===== src/design/rmt_pkg.sv =====
package rmt_pkg;

	// stream geometry
	localparam int DATA_W = 64;
	localparam int KEEP_W = DATA_W / 8;
	typedef logic [DATA_W-1:0] data_t;
	typedef logic [KEEP_W-1:0] keep_t;

	// header fields, top of the first beat
	localparam int VLAN_W  = 12;
	localparam int FIELD_W = 16;
	localparam int PHV_W   = VLAN_W + 2 * FIELD_W;
	typedef logic [VLAN_W-1:0]  vlan_t;
	typedef logic [FIELD_W-1:0] field_t;
	typedef logic [PHV_W-1:0]   phv_t;   // {vlan, f0, f1}

	localparam int VLAN_LSB = 52;
	localparam int F0_LSB   = 36;
	localparam int F1_LSB   = 20;

	// field offsets inside phv_t
	localparam int PHV_VLAN_LSB = 2 * FIELD_W;
	localparam int PHV_F0_LSB   = FIELD_W;
	localparam int PHV_F1_LSB   = 0;

	localparam vlan_t CTRL_VLAN = '1;

	localparam int N_STAGES   = 2;
	localparam int STAGE_ID_W = 4;
	localparam int TBL_DEPTH  = 16;
	localparam int TBL_IDX_W  = 4;   // low VLAN bits index the table

	localparam int OP_W  = 2;
	localparam int ACT_W = OP_W + FIELD_W;
	typedef enum logic [OP_W-1:0] {ACT_NOP, ACT_ADD_F0, ACT_ADD_F1, ACT_SET_F0} act_op_t;
	typedef logic [ACT_W-1:0] action_t;   // {op, imm}

	// control beat layout
	localparam int CTL_STG_LSB = 48;
	localparam int CTL_IDX_LSB = 44;
	localparam int CTL_OP_LSB  = 42;
	localparam int CTL_IMM_LSB = 26;

	localparam int FIFO_DEPTH_BITS = 4;
	localparam int FIFO_MARGIN     = 4;   // PHVs that can still be in flight

endpackage


===== src/design/stream_if.sv =====
`timescale 1ns/1ns

interface stream_if import rmt_pkg::*; ();
	data_t data;
	keep_t keep;
	logic  last;
	logic  valid;
	logic  ready;

	// beat moves on valid && ready
	modport src (
		output data, keep, last, valid,
		input  ready
	);

	modport dst (
		input  data, keep, last, valid,
		output ready
	);
endinterface


===== src/design/pkt_filter.sv =====
`timescale 1ns/1ns

module pkt_filter import rmt_pkg::*; (
	input  logic                  clk,
	input  logic                  aresetn,
	input  logic [31:0]           vlan_drop_flags,
	input  data_t                 s_data,
	input  keep_t                 s_keep,
	input  logic                  s_last,
	input  logic                  s_valid,
	input  logic                  fifo_room,   // neither FIFO nearly full
	output logic                  s_ready,
	output logic [31:0]           ctrl_token,
	output logic                  ctl_wr,
	output logic [STAGE_ID_W-1:0] ctl_stage,
	output logic [TBL_IDX_W-1:0]  ctl_idx,
	output action_t               ctl_act,
	stream_if.src                 m
);
	typedef enum logic [1:0] {MODE_PASS, MODE_DROP, MODE_CTRL} mode_t;

	mode_t mode_q;
	mode_t mode_new;
	mode_t mode_cur;
	logic  first;
	logic  take;
	logic  ctl_hit;
	vlan_t s_vlan;

	assign s_vlan = s_data[VLAN_LSB +: VLAN_W];

	// stall on a held output beat, and leave a gap after each table write
	assign s_ready = fifo_room && (!m.valid || m.ready) && !ctl_wr;
	assign take    = s_valid && s_ready;

	always_comb begin
		if (s_vlan == CTRL_VLAN)
			mode_new = MODE_CTRL;
		else if (vlan_drop_flags[s_vlan[4:0]])   // one flag per low five VLAN bits
			mode_new = MODE_DROP;
		else
			mode_new = MODE_PASS;
	end

	// decision made on the first beat, kept until last
	assign mode_cur = first ? mode_new : mode_q;
	assign ctl_hit  = take && first && (mode_new == MODE_CTRL);

	always_ff @(posedge clk) begin
		if (!aresetn) begin
			first  <= 1'b1;
			mode_q <= MODE_PASS;
		end else if (take) begin
			first  <= s_last;
			mode_q <= mode_cur;
		end
	end

	always_ff @(posedge clk) begin
		if (!aresetn) begin
			ctl_wr     <= 1'b0;
			ctrl_token <= '0;
		end else begin
			ctl_wr <= ctl_hit;
			if (ctl_hit)
				ctrl_token <= ctrl_token + 32'd1;
		end
	end

	always_ff @(posedge clk) begin
		if (ctl_hit) begin
			ctl_stage <= s_data[CTL_STG_LSB +: STAGE_ID_W];
			ctl_idx   <= s_data[CTL_IDX_LSB +: TBL_IDX_W];
			ctl_act   <= {s_data[CTL_OP_LSB +: OP_W], s_data[CTL_IMM_LSB +: FIELD_W]};
		end
	end

	// output register for kept data beats
	always_ff @(posedge clk) begin
		if (!aresetn)
			m.valid <= 1'b0;
		else if (!m.valid || m.ready)
			m.valid <= take && (mode_cur == MODE_PASS);
	end

	always_ff @(posedge clk) begin
		if (take) begin
			m.data <= s_data;
			m.keep <= s_keep;
			m.last <= s_last;
		end
	end

	a_ctl_wr_gap: assert property (@(posedge clk) disable iff (!aresetn) ctl_wr |=> !ctl_wr);

endmodule


===== src/design/phv_parser.sv =====
`timescale 1ns/1ns

module phv_parser import rmt_pkg::*; (
	input  logic   clk,
	input  logic   aresetn,
	stream_if.dst  s,
	stream_if.src  m,
	output phv_t   phv,
	output logic   phv_valid
);
	logic first;
	logic beat;

	// beats go straight on to the packet FIFO
	assign m.data  = s.data;
	assign m.keep  = s.keep;
	assign m.last  = s.last;
	assign m.valid = s.valid;
	assign s.ready = m.ready;

	assign beat = s.valid && s.ready;

	always_ff @(posedge clk) begin
		if (!aresetn)
			first <= 1'b1;
		else if (beat)
			first <= s.last;
	end

	always_ff @(posedge clk) begin
		if (!aresetn)
			phv_valid <= 1'b0;
		else
			phv_valid <= beat && first;
	end

	// vlan, f0, f1 sit contiguous at the top of the header beat
	always_ff @(posedge clk) begin
		if (beat && first)
			phv <= s.data[VLAN_LSB+VLAN_W-1 : F1_LSB];
	end

endmodule


===== src/design/match_action_stage.sv =====
`timescale 1ns/1ns

module match_action_stage import rmt_pkg::*; #(
	parameter int STAGE_ID = 0
) (
	input  logic                  clk,
	input  logic                  aresetn,
	input  logic                  ctl_wr,
	input  logic [STAGE_ID_W-1:0] ctl_stage,
	input  logic [TBL_IDX_W-1:0]  ctl_idx,
	input  action_t               ctl_act,
	input  phv_t                  phv_in,
	input  logic                  phv_in_valid,
	output phv_t                  phv_out,
	output logic                  phv_out_valid
);
	action_t                act_tbl [TBL_DEPTH];
	action_t                act;
	act_op_t                op;
	field_t                 imm;
	field_t                 f0;
	field_t                 f1;
	logic [TBL_IDX_W-1:0]   idx;
	phv_t                   phv_nxt;

	// table write, only for this stage
	always_ff @(posedge clk) begin
		if (!aresetn) begin
			for (int i = 0; i < TBL_DEPTH; i++)
				act_tbl[i] <= {ACT_NOP, FIELD_W'(0)};
		end else if (ctl_wr && ctl_stage == STAGE_ID_W'(STAGE_ID)) begin
			act_tbl[ctl_idx] <= ctl_act;
		end
	end

	// direct lookup by low VLAN bits
	assign idx = phv_in[PHV_VLAN_LSB +: TBL_IDX_W];
	assign act = act_tbl[idx];
	assign op  = act_op_t'(act[ACT_W-1 -: OP_W]);
	assign imm = act[FIELD_W-1:0];
	assign f0  = phv_in[PHV_F0_LSB +: FIELD_W];
	assign f1  = phv_in[PHV_F1_LSB +: FIELD_W];

	always_comb begin
		phv_nxt = phv_in;
		case (op)
			ACT_ADD_F0: phv_nxt[PHV_F0_LSB +: FIELD_W] = f0 + imm;   // wraps at 16 bits
			ACT_ADD_F1: phv_nxt[PHV_F1_LSB +: FIELD_W] = f1 + imm;
			ACT_SET_F0: phv_nxt[PHV_F0_LSB +: FIELD_W] = imm;
			default: ;
		endcase
	end

	always_ff @(posedge clk) begin
		if (!aresetn)
			phv_out_valid <= 1'b0;
		else
			phv_out_valid <= phv_in_valid;
	end

	always_ff @(posedge clk) begin
		if (phv_in_valid)
			phv_out <= phv_nxt;
	end

endmodule


===== src/design/sync_fifo.sv =====
`timescale 1ns/1ns

module sync_fifo import rmt_pkg::*; #(
	parameter int WIDTH      = 8,
	parameter int DEPTH_BITS = FIFO_DEPTH_BITS
) (
	input  logic             clk,
	input  logic             aresetn,
	input  logic [WIDTH-1:0] din,
	input  logic             wr_en,
	input  logic             rd_en,
	output logic [WIDTH-1:0] dout,
	output logic             empty,
	output logic             nearly_full
);
	logic [WIDTH-1:0]      mem [2**DEPTH_BITS];
	logic [DEPTH_BITS-1:0] wr_ptr;
	logic [DEPTH_BITS-1:0] rd_ptr;
	logic [DEPTH_BITS:0]   count;
	logic                  full;

	assign dout        = mem[rd_ptr];   // head is visible without a read
	assign empty       = (count == '0);
	assign full        = count[DEPTH_BITS];
	assign nearly_full = count >= (DEPTH_BITS+1)'(2**DEPTH_BITS - FIFO_MARGIN);

	always_ff @(posedge clk) begin
		if (wr_en)
			mem[wr_ptr] <= din;
	end

	always_ff @(posedge clk) begin
		if (!aresetn) begin
			wr_ptr <= '0;
			rd_ptr <= '0;
			count  <= '0;
		end else begin
			if (wr_en)
				wr_ptr <= wr_ptr + 1'b1;
			if (rd_en)
				rd_ptr <= rd_ptr + 1'b1;
			case ({wr_en, rd_en})
				2'b10: count <= count + 1'b1;
				2'b01: count <= count - 1'b1;
				default: ;
			endcase
		end
	end

	a_no_overflow:  assert property (@(posedge clk) disable iff (!aresetn) wr_en |-> !full);
	a_no_underflow: assert property (@(posedge clk) disable iff (!aresetn) rd_en |-> !empty);

endmodule


===== src/design/deparser.sv =====
`timescale 1ns/1ns

module deparser import rmt_pkg::*; (
	input  logic   clk,
	input  logic   aresetn,
	input  data_t  pkt_data,
	input  keep_t  pkt_keep,
	input  logic   pkt_last,
	input  logic   pkt_empty,
	input  phv_t   phv,
	input  logic   phv_empty,
	output logic   pkt_rd,
	output logic   phv_rd,
	stream_if.src  m
);
	typedef enum logic {DP_HEAD, DP_BODY} dp_state_t;

	dp_state_t state;
	logic      out_free;
	data_t     out_data;

	assign out_free = !m.valid || m.ready;

	// header beat waits for its PHV as well
	always_comb begin
		pkt_rd = 1'b0;
		phv_rd = 1'b0;
		case (state)
			DP_HEAD: begin
				pkt_rd = out_free && !pkt_empty && !phv_empty;
				phv_rd = pkt_rd;
			end
			DP_BODY: pkt_rd = out_free && !pkt_empty;
			default: ;
		endcase
	end

	assign out_data = (state == DP_HEAD) ? {phv, pkt_data[F1_LSB-1:0]} : pkt_data;

	always_ff @(posedge clk) begin
		if (!aresetn)
			state <= DP_HEAD;
		else if (pkt_rd)
			state <= pkt_last ? DP_HEAD : DP_BODY;
	end

	always_ff @(posedge clk) begin
		if (!aresetn)
			m.valid <= 1'b0;
		else if (out_free)
			m.valid <= pkt_rd;
	end

	always_ff @(posedge clk) begin
		if (pkt_rd) begin
			m.data <= out_data;
			m.keep <= pkt_keep;
			m.last <= pkt_last;
		end
	end

endmodule


===== src/design/rmt_pipeline.sv =====
`timescale 1ns/1ns

module rmt_pipeline import rmt_pkg::*; (
	input  logic        clk,
	input  logic        aresetn,
	input  logic [31:0] vlan_drop_flags,
	input  data_t       s_tdata,
	input  keep_t       s_tkeep,
	input  logic        s_tlast,
	input  logic        s_tvalid,
	output logic        s_tready,
	output data_t       m_tdata,
	output keep_t       m_tkeep,
	output logic        m_tlast,
	output logic        m_tvalid,
	input  logic        m_tready,
	output logic [31:0] ctrl_token
);
	stream_if flt_s ();   // filter -> parser
	stream_if prs_s ();   // parser -> packet FIFO
	stream_if pkt_s ();   // packet FIFO -> deparser
	stream_if out_s ();   // deparser -> output port

	logic                  ctl_wr;
	logic [STAGE_ID_W-1:0] ctl_stage;
	logic [TBL_IDX_W-1:0]  ctl_idx;
	action_t               ctl_act;
	phv_t                  stg_phv   [N_STAGES+1];
	logic                  stg_valid [N_STAGES+1];
	phv_t                  phv_q;
	logic                  pkt_empty, pkt_nearly_full;
	logic                  phv_empty, phv_nearly_full, phv_rd;

	pkt_filter u_filter (
		.clk, .aresetn, .vlan_drop_flags,
		.s_data(s_tdata), .s_keep(s_tkeep), .s_last(s_tlast), .s_valid(s_tvalid),
		.fifo_room(!pkt_nearly_full && !phv_nearly_full), .s_ready(s_tready),
		.ctrl_token, .ctl_wr, .ctl_stage, .ctl_idx, .ctl_act, .m(flt_s)
	);

	phv_parser u_parser (
		.clk, .aresetn, .s(flt_s), .m(prs_s), .phv(stg_phv[0]), .phv_valid(stg_valid[0])
	);

	for (genvar g = 0; g < N_STAGES; g++) begin : g_stage
		match_action_stage #(.STAGE_ID(g)) u_stage (
			.clk, .aresetn, .ctl_wr, .ctl_stage, .ctl_idx, .ctl_act,
			.phv_in(stg_phv[g]), .phv_in_valid(stg_valid[g]),
			.phv_out(stg_phv[g+1]), .phv_out_valid(stg_valid[g+1])
		);
	end

	assign prs_s.ready = !pkt_nearly_full;
	assign pkt_s.valid = !pkt_empty;

	sync_fifo #(.WIDTH(DATA_W + KEEP_W + 1)) u_pkt_fifo (
		.clk, .aresetn,
		.din({prs_s.data, prs_s.keep, prs_s.last}), .wr_en(prs_s.valid && prs_s.ready),
		.rd_en(pkt_s.ready), .dout({pkt_s.data, pkt_s.keep, pkt_s.last}),
		.empty(pkt_empty), .nearly_full(pkt_nearly_full)
	);

	sync_fifo #(.WIDTH(PHV_W)) u_phv_fifo (
		.clk, .aresetn, .din(stg_phv[N_STAGES]), .wr_en(stg_valid[N_STAGES]),
		.rd_en(phv_rd), .dout(phv_q), .empty(phv_empty), .nearly_full(phv_nearly_full)
	);

	deparser u_deparser (
		.clk, .aresetn, .pkt_data(pkt_s.data), .pkt_keep(pkt_s.keep), .pkt_last(pkt_s.last),
		.pkt_empty(!pkt_s.valid), .phv(phv_q), .phv_empty, .pkt_rd(pkt_s.ready), .phv_rd,
		.m(out_s)
	);

	assign m_tdata     = out_s.data;
	assign m_tkeep     = out_s.keep;
	assign m_tlast     = out_s.last;
	assign m_tvalid    = out_s.valid;
	assign out_s.ready = m_tready;

endmodule


===== config.mk =====
export PLATFORM = sky130hd
export DESIGN_NAME = rmt_pipeline
export DESIGN_NICKNAME = d
export VERILOG_FILES = /design/src/design/rmt_pkg.sv /design/src/design/stream_if.sv /design/src/design/pkt_filter.sv /design/src/design/phv_parser.sv /design/src/design/match_action_stage.sv /design/src/design/sync_fifo.sv /design/src/design/deparser.sv /design/src/design/rmt_pipeline.sv
export SDC_FILE = /design/constraint.sdc
export NUM_CORES = 2
export LEC_CHECK = 0
export ABC_AREA = 1
export BUFFER_PORTS_ARGS = -buffer_cell sky130_fd_sc_hd__buf_4
export CORE_ASPECT_RATIO = 1.1
export CORE_UTILIZATION = 65
export CTS_BUF_LIST = sky130_fd_sc_hd__clkbuf_4 sky130_fd_sc_hd__clkbuf_8
export CTS_CLUSTER_DIAMETER = 120
export DETAILED_ROUTE_END_ITERATION = 8
export HOLD_SLACK_MARGIN = 0.03
export PLACE_DENSITY = 0.82
export SYNTH_ARGS = -nofsm -noshare
export SYNTH_HDL_FRONTEND = slang
export SYNTH_SLANG_ARGS = --single-unit

===== constraint.sdc =====
create_clock -name clk -period 6.73 [get_ports clk]
set_input_delay 1.0095 -clock clk [delete_from_list [all_inputs] [get_ports clk]]
set_output_delay 1.0095 -clock clk [all_outputs]
set_load 0.03 [all_outputs]

==> flow_summary_export.csv <==
group,metric,value,unit
drt,drt.antenna.violating_nets,1,
sta,finClkSkew,0.0999,ns
worst_setup_path,start_kind,"flop",
hold_path,holdCritPathClass,"in2reg",
worst_setup_path,critPathKind,"reg2reg",
worst_setup_path,crit_chain,"clkinv_2 -> buf_12 -> o21ai_0 -> o22ai_1 -> o211ai_1 -> nand2_1 -> ha_1 -> nand2_1 -> nor4_1 -> a21oi_1 -> nand2_1 -> nand3_1 -> nand2_1 -> nand2_1",
logic_synthesis,synth_top_cells_by_count,"edfxtp_1, nor2_1, o21ai_0",
worst_setup_path,crit_slowest_cell,"clkinv_2",
worst_setup_path,cp_max_fo,76,
logic_synthesis,post_synth.cell_area_avg,12.9,um^2
logic_synthesis,yosysMostFrequentCell,"edfxtp_1",
clocking,cts.sinks,2837,
outcome,violations,"antenna rules, DRC",
worst_setup_path,slowest_delay,0.96,ns
worst_setup_path,worstPathArrival,5.86,ns
logic_synthesis,synthTopCellsByArea,"edfxtp_1, o21ai_0, nor2_1, mux2i_1, o211ai_1",
sta,rsz0062_at_grt,"false",
sta,final.min_clock_period,5.03,ns
sta,maxSlewViolCount,0,
logic_synthesis,yosysSeqAreaShare,71.9,%
grt,gr-usage-all-layers,34.5,%
sta,fmax,199,MHz
logic_synthesis,ys_types,51,
hold_path,min_path_cells,1,
grt,overflow,0,
worst_setup_path,crit_family,"buffers and inverters",
grt,grt_max_degree,215,
outcome,status,"finished, violations left",
sta,maxSlewHeadroom,17.1,%
clocking,cts_tree,"yes",
worst_setup_path,rr_worst_depth,14,
grt,first_global_vias,75500,
worst_setup_path,crit_top_cell,"nand2_1",
sta,setup_violations,0,
worst_setup_path,endpoint_kind,"flop",
floorplan,row_count,163,
power_and_ir_drop,ir_worst_vdd,0.000341,V
drt,remaining_drc_errors,3,
floorplan,die-area,182000,um^2
sta,tns,0,ns
logic_synthesis,synth_area,117000,um^2
floorplan,fp.dieH,448,um
drt,viasPerCell,6.48,
job,max_cap_violations,0,
logic_synthesis,syn-num-nets,9292,
sta,hold_viol,0,
logic_synthesis,synth_top_area_share,70.4,%
floorplan,start_util,65.5,%
worst_setup_path,r2r_slack,1.70,ns
drt,post_drt_wl_per_cell,26.6,um
drt,vias,77800,
grt,antenna_found_initial,5,
worst_setup_path,cp.required,7.55,ns
power_and_ir_drop,power_density,359,nW/um^2
placed_design,dp_hpwl,177000,um
floorplan,die_w,407,um
worst_setup_path,cp.depth,14,
logic_synthesis,netlist_instances,9098,
clocking,cts.clk_slew.worst_paths,0.06,ns
power_and_ir_drop,leakage,44.8,nW
clocking,htreeDepth,5,
cells_and_area,utilization,71.9,%
sta,worst_slew_pin_slew,1.24,ns
logic_synthesis,synth_top_cell_by_area,"edfxtp_1",
floorplan,io_pins,216,
clocking,clockRootBuffer,"clkbuf_8",
logic_synthesis,synth-seq-cells,2837,
clocking,numCtsBuffers,435,
grt,grt_pass1_wl,464000,um
cells_and_area,fin_nets,9475,
power_and_ir_drop,fin_total_pwr,46.3,mW
drt,drt-total-wl,319000,um
clocking,ctsResizeCount,0,
floorplan,core_area,179000,um^2
clocking,clkLatencyLatePin,1.13,ns
cells_and_area,drive_gt1_share,12.4,%
cells_and_area,areaGrowthSynthToFinish,9.81,%
logic_synthesis,synth-edff-count,2752,
placed_design,gp_congestion,0.935,
drt,drtIter0Drc,11500,
sta,fin_crit_sh,74.8,%
sta,holdWs,0.0966,ns
logic_synthesis,ys.flop_type,"edfxtp_1",
worst_setup_path,path_buf_inv,2,
logic_synthesis,ys_warn_count,0,
drt,drt_first_pass_iters,9,
logic_synthesis,async_flop_share,0,%
clocking,clock_path_buffers,4,
placed_design,portBuffers,215,
==> path summary, 6_finish.rpt <==
path                                                       end             start
worst max register to register  g_stage[0].u_stage.phv_out[15]              flop
worst max-delay path            g_stage[0].u_stage.phv_out[15]              flop
worst min-delay path                       u_filter.m.data[20]       s_tdata[20]
worst min register to register  g_stage[0].u_stage.phv_out[38]  u_parser.phv[38]
==> registers in the layout, summed over array words and instances (netlist names), 5 cells and up, named ones only <==
signal and flops:
u_phv_fifo.mem 704, u_filter.m.keep 8, u_phv_fifo.count 5, u_parser.phv 44, u_pkt_fifo.mem 1168, u_filter.ctl_act 18, u_deparser.m.keep 8, g_stage.u_stage.act_tbl 576
u_pkt_fifo.count 5, u_filter.m.data 64, u_filter.ctrl_token 32, g_stage.u_stage.phv_out 88, u_deparser.m.data 64
==> final cells by class <==
type	count	area [um^2]
fill	11200	50400
clock buffer	597	7330
sequential	2837	84400
tap	2392	2990
inverter	491	1870
multi-input combinational	5176	28600
clock inverter	159	927
antenna	11	27.5
timing repair buffer	340	2750
==> repair_timing <==
| item | 4_1_cts | 5_1_grt |
|---|---|---|
| setup buffers | 0 | 0 |
| hold buffers | 27 | 0 |
| endpoints found under the hold margin | 27 | 0 |
==> logic make-up after synthesis <==
group / share of synthesized area [%]
fa+ha+maj: 0.944
compound gates: 11.1
flops: 71.9
xor+xnor: 0.463
mux: 2.49
simple gates: 9.14
buf+inv: 3.98
==> power breakdown <==
| group | leakage (nW) | total (mW) | switching (mW) | internal, mW |
|---|---|---|---|---|
| registers | 26.3 | 21.8 | 1.07 | 20.8 |
| clock network | 4.37 | 13.8 | 6.46 | 7.34 |
| logic | 14.2 | 10.7 | 7.39 | 3.29 |
| total | 44.8 | 46.3 | 14.9 | 31.4 |
==> layout by cell type (no fill, tap or decap), types with 28 or more instances in the layout <==
cell type	Yosys	final
edfxtp_1	2752	2752
nor2_1	1361	1329
o21ai_0	1063	1063
nand2_1	565	565
clkbuf_8	0	455
inv_1	466	445
a21oi_1	404	404
nand3_1	402	402
o211ai_1	356	356
buf_4	46	303
mux2i_1	292	292
o221ai_1	206	206
clkbuf_4	1	142
clkinv_1	5	104
ha_1	79	79
o22ai_1	77	77
dfxtp_1	85	70
nor2_2	61	61
o21a_1	41	41
clkinv_2	0	39
nor2_4	5	37
inv_2	20	36
and2_1	34	34
xor2_1	31	31
xnor2_1	31	31
nor3_1	29	28
==> metrics by stage <==
stage          cell area (um^2)  setup WS (ns)  instances
3_5_place_dp             120000           2.03      11200
5_1_grt                  129000           1.42      12000
4_1_cts                  129000           1.92      12000
3_3_place_gp             120000           2.13      11200
2_1_floorplan            117000           1.81       9098
6_report                 129000           1.70      12000
==> metal layers <==
| layer | track usage, % | vias up | part of all wire [%] |
|---|---|---|---|
| met3 | 7.65 | 869 | 12 |
| li1 | - | 33700 | - |
| met5 | 0 | - | 0.061 |
| met4 | 19.8 | 4 | 5.8 |
| met2 | 54.2 | 5423 | 47 |
| met1 | 44.7 | 37800 | 35 |
==> worst reg2reg max path, cell delays in order, from the launching register on <==
cell and delay (ns):
dfxtp_4 0.79, clkinv_2 1.00, buf_12 0.55, o21ai_0 0.37, o22ai_1 0.19, o211ai_1 0.24
nand2_1 0.26, ha_1 0.46, nand2_1 0.13, nor4_1 0.37, a21oi_1 0.12, nand2_1 0.10
nand3_1 0.08, nand2_1 0.07, nand2_1 0.05
(Power assumes the default switching activity.)
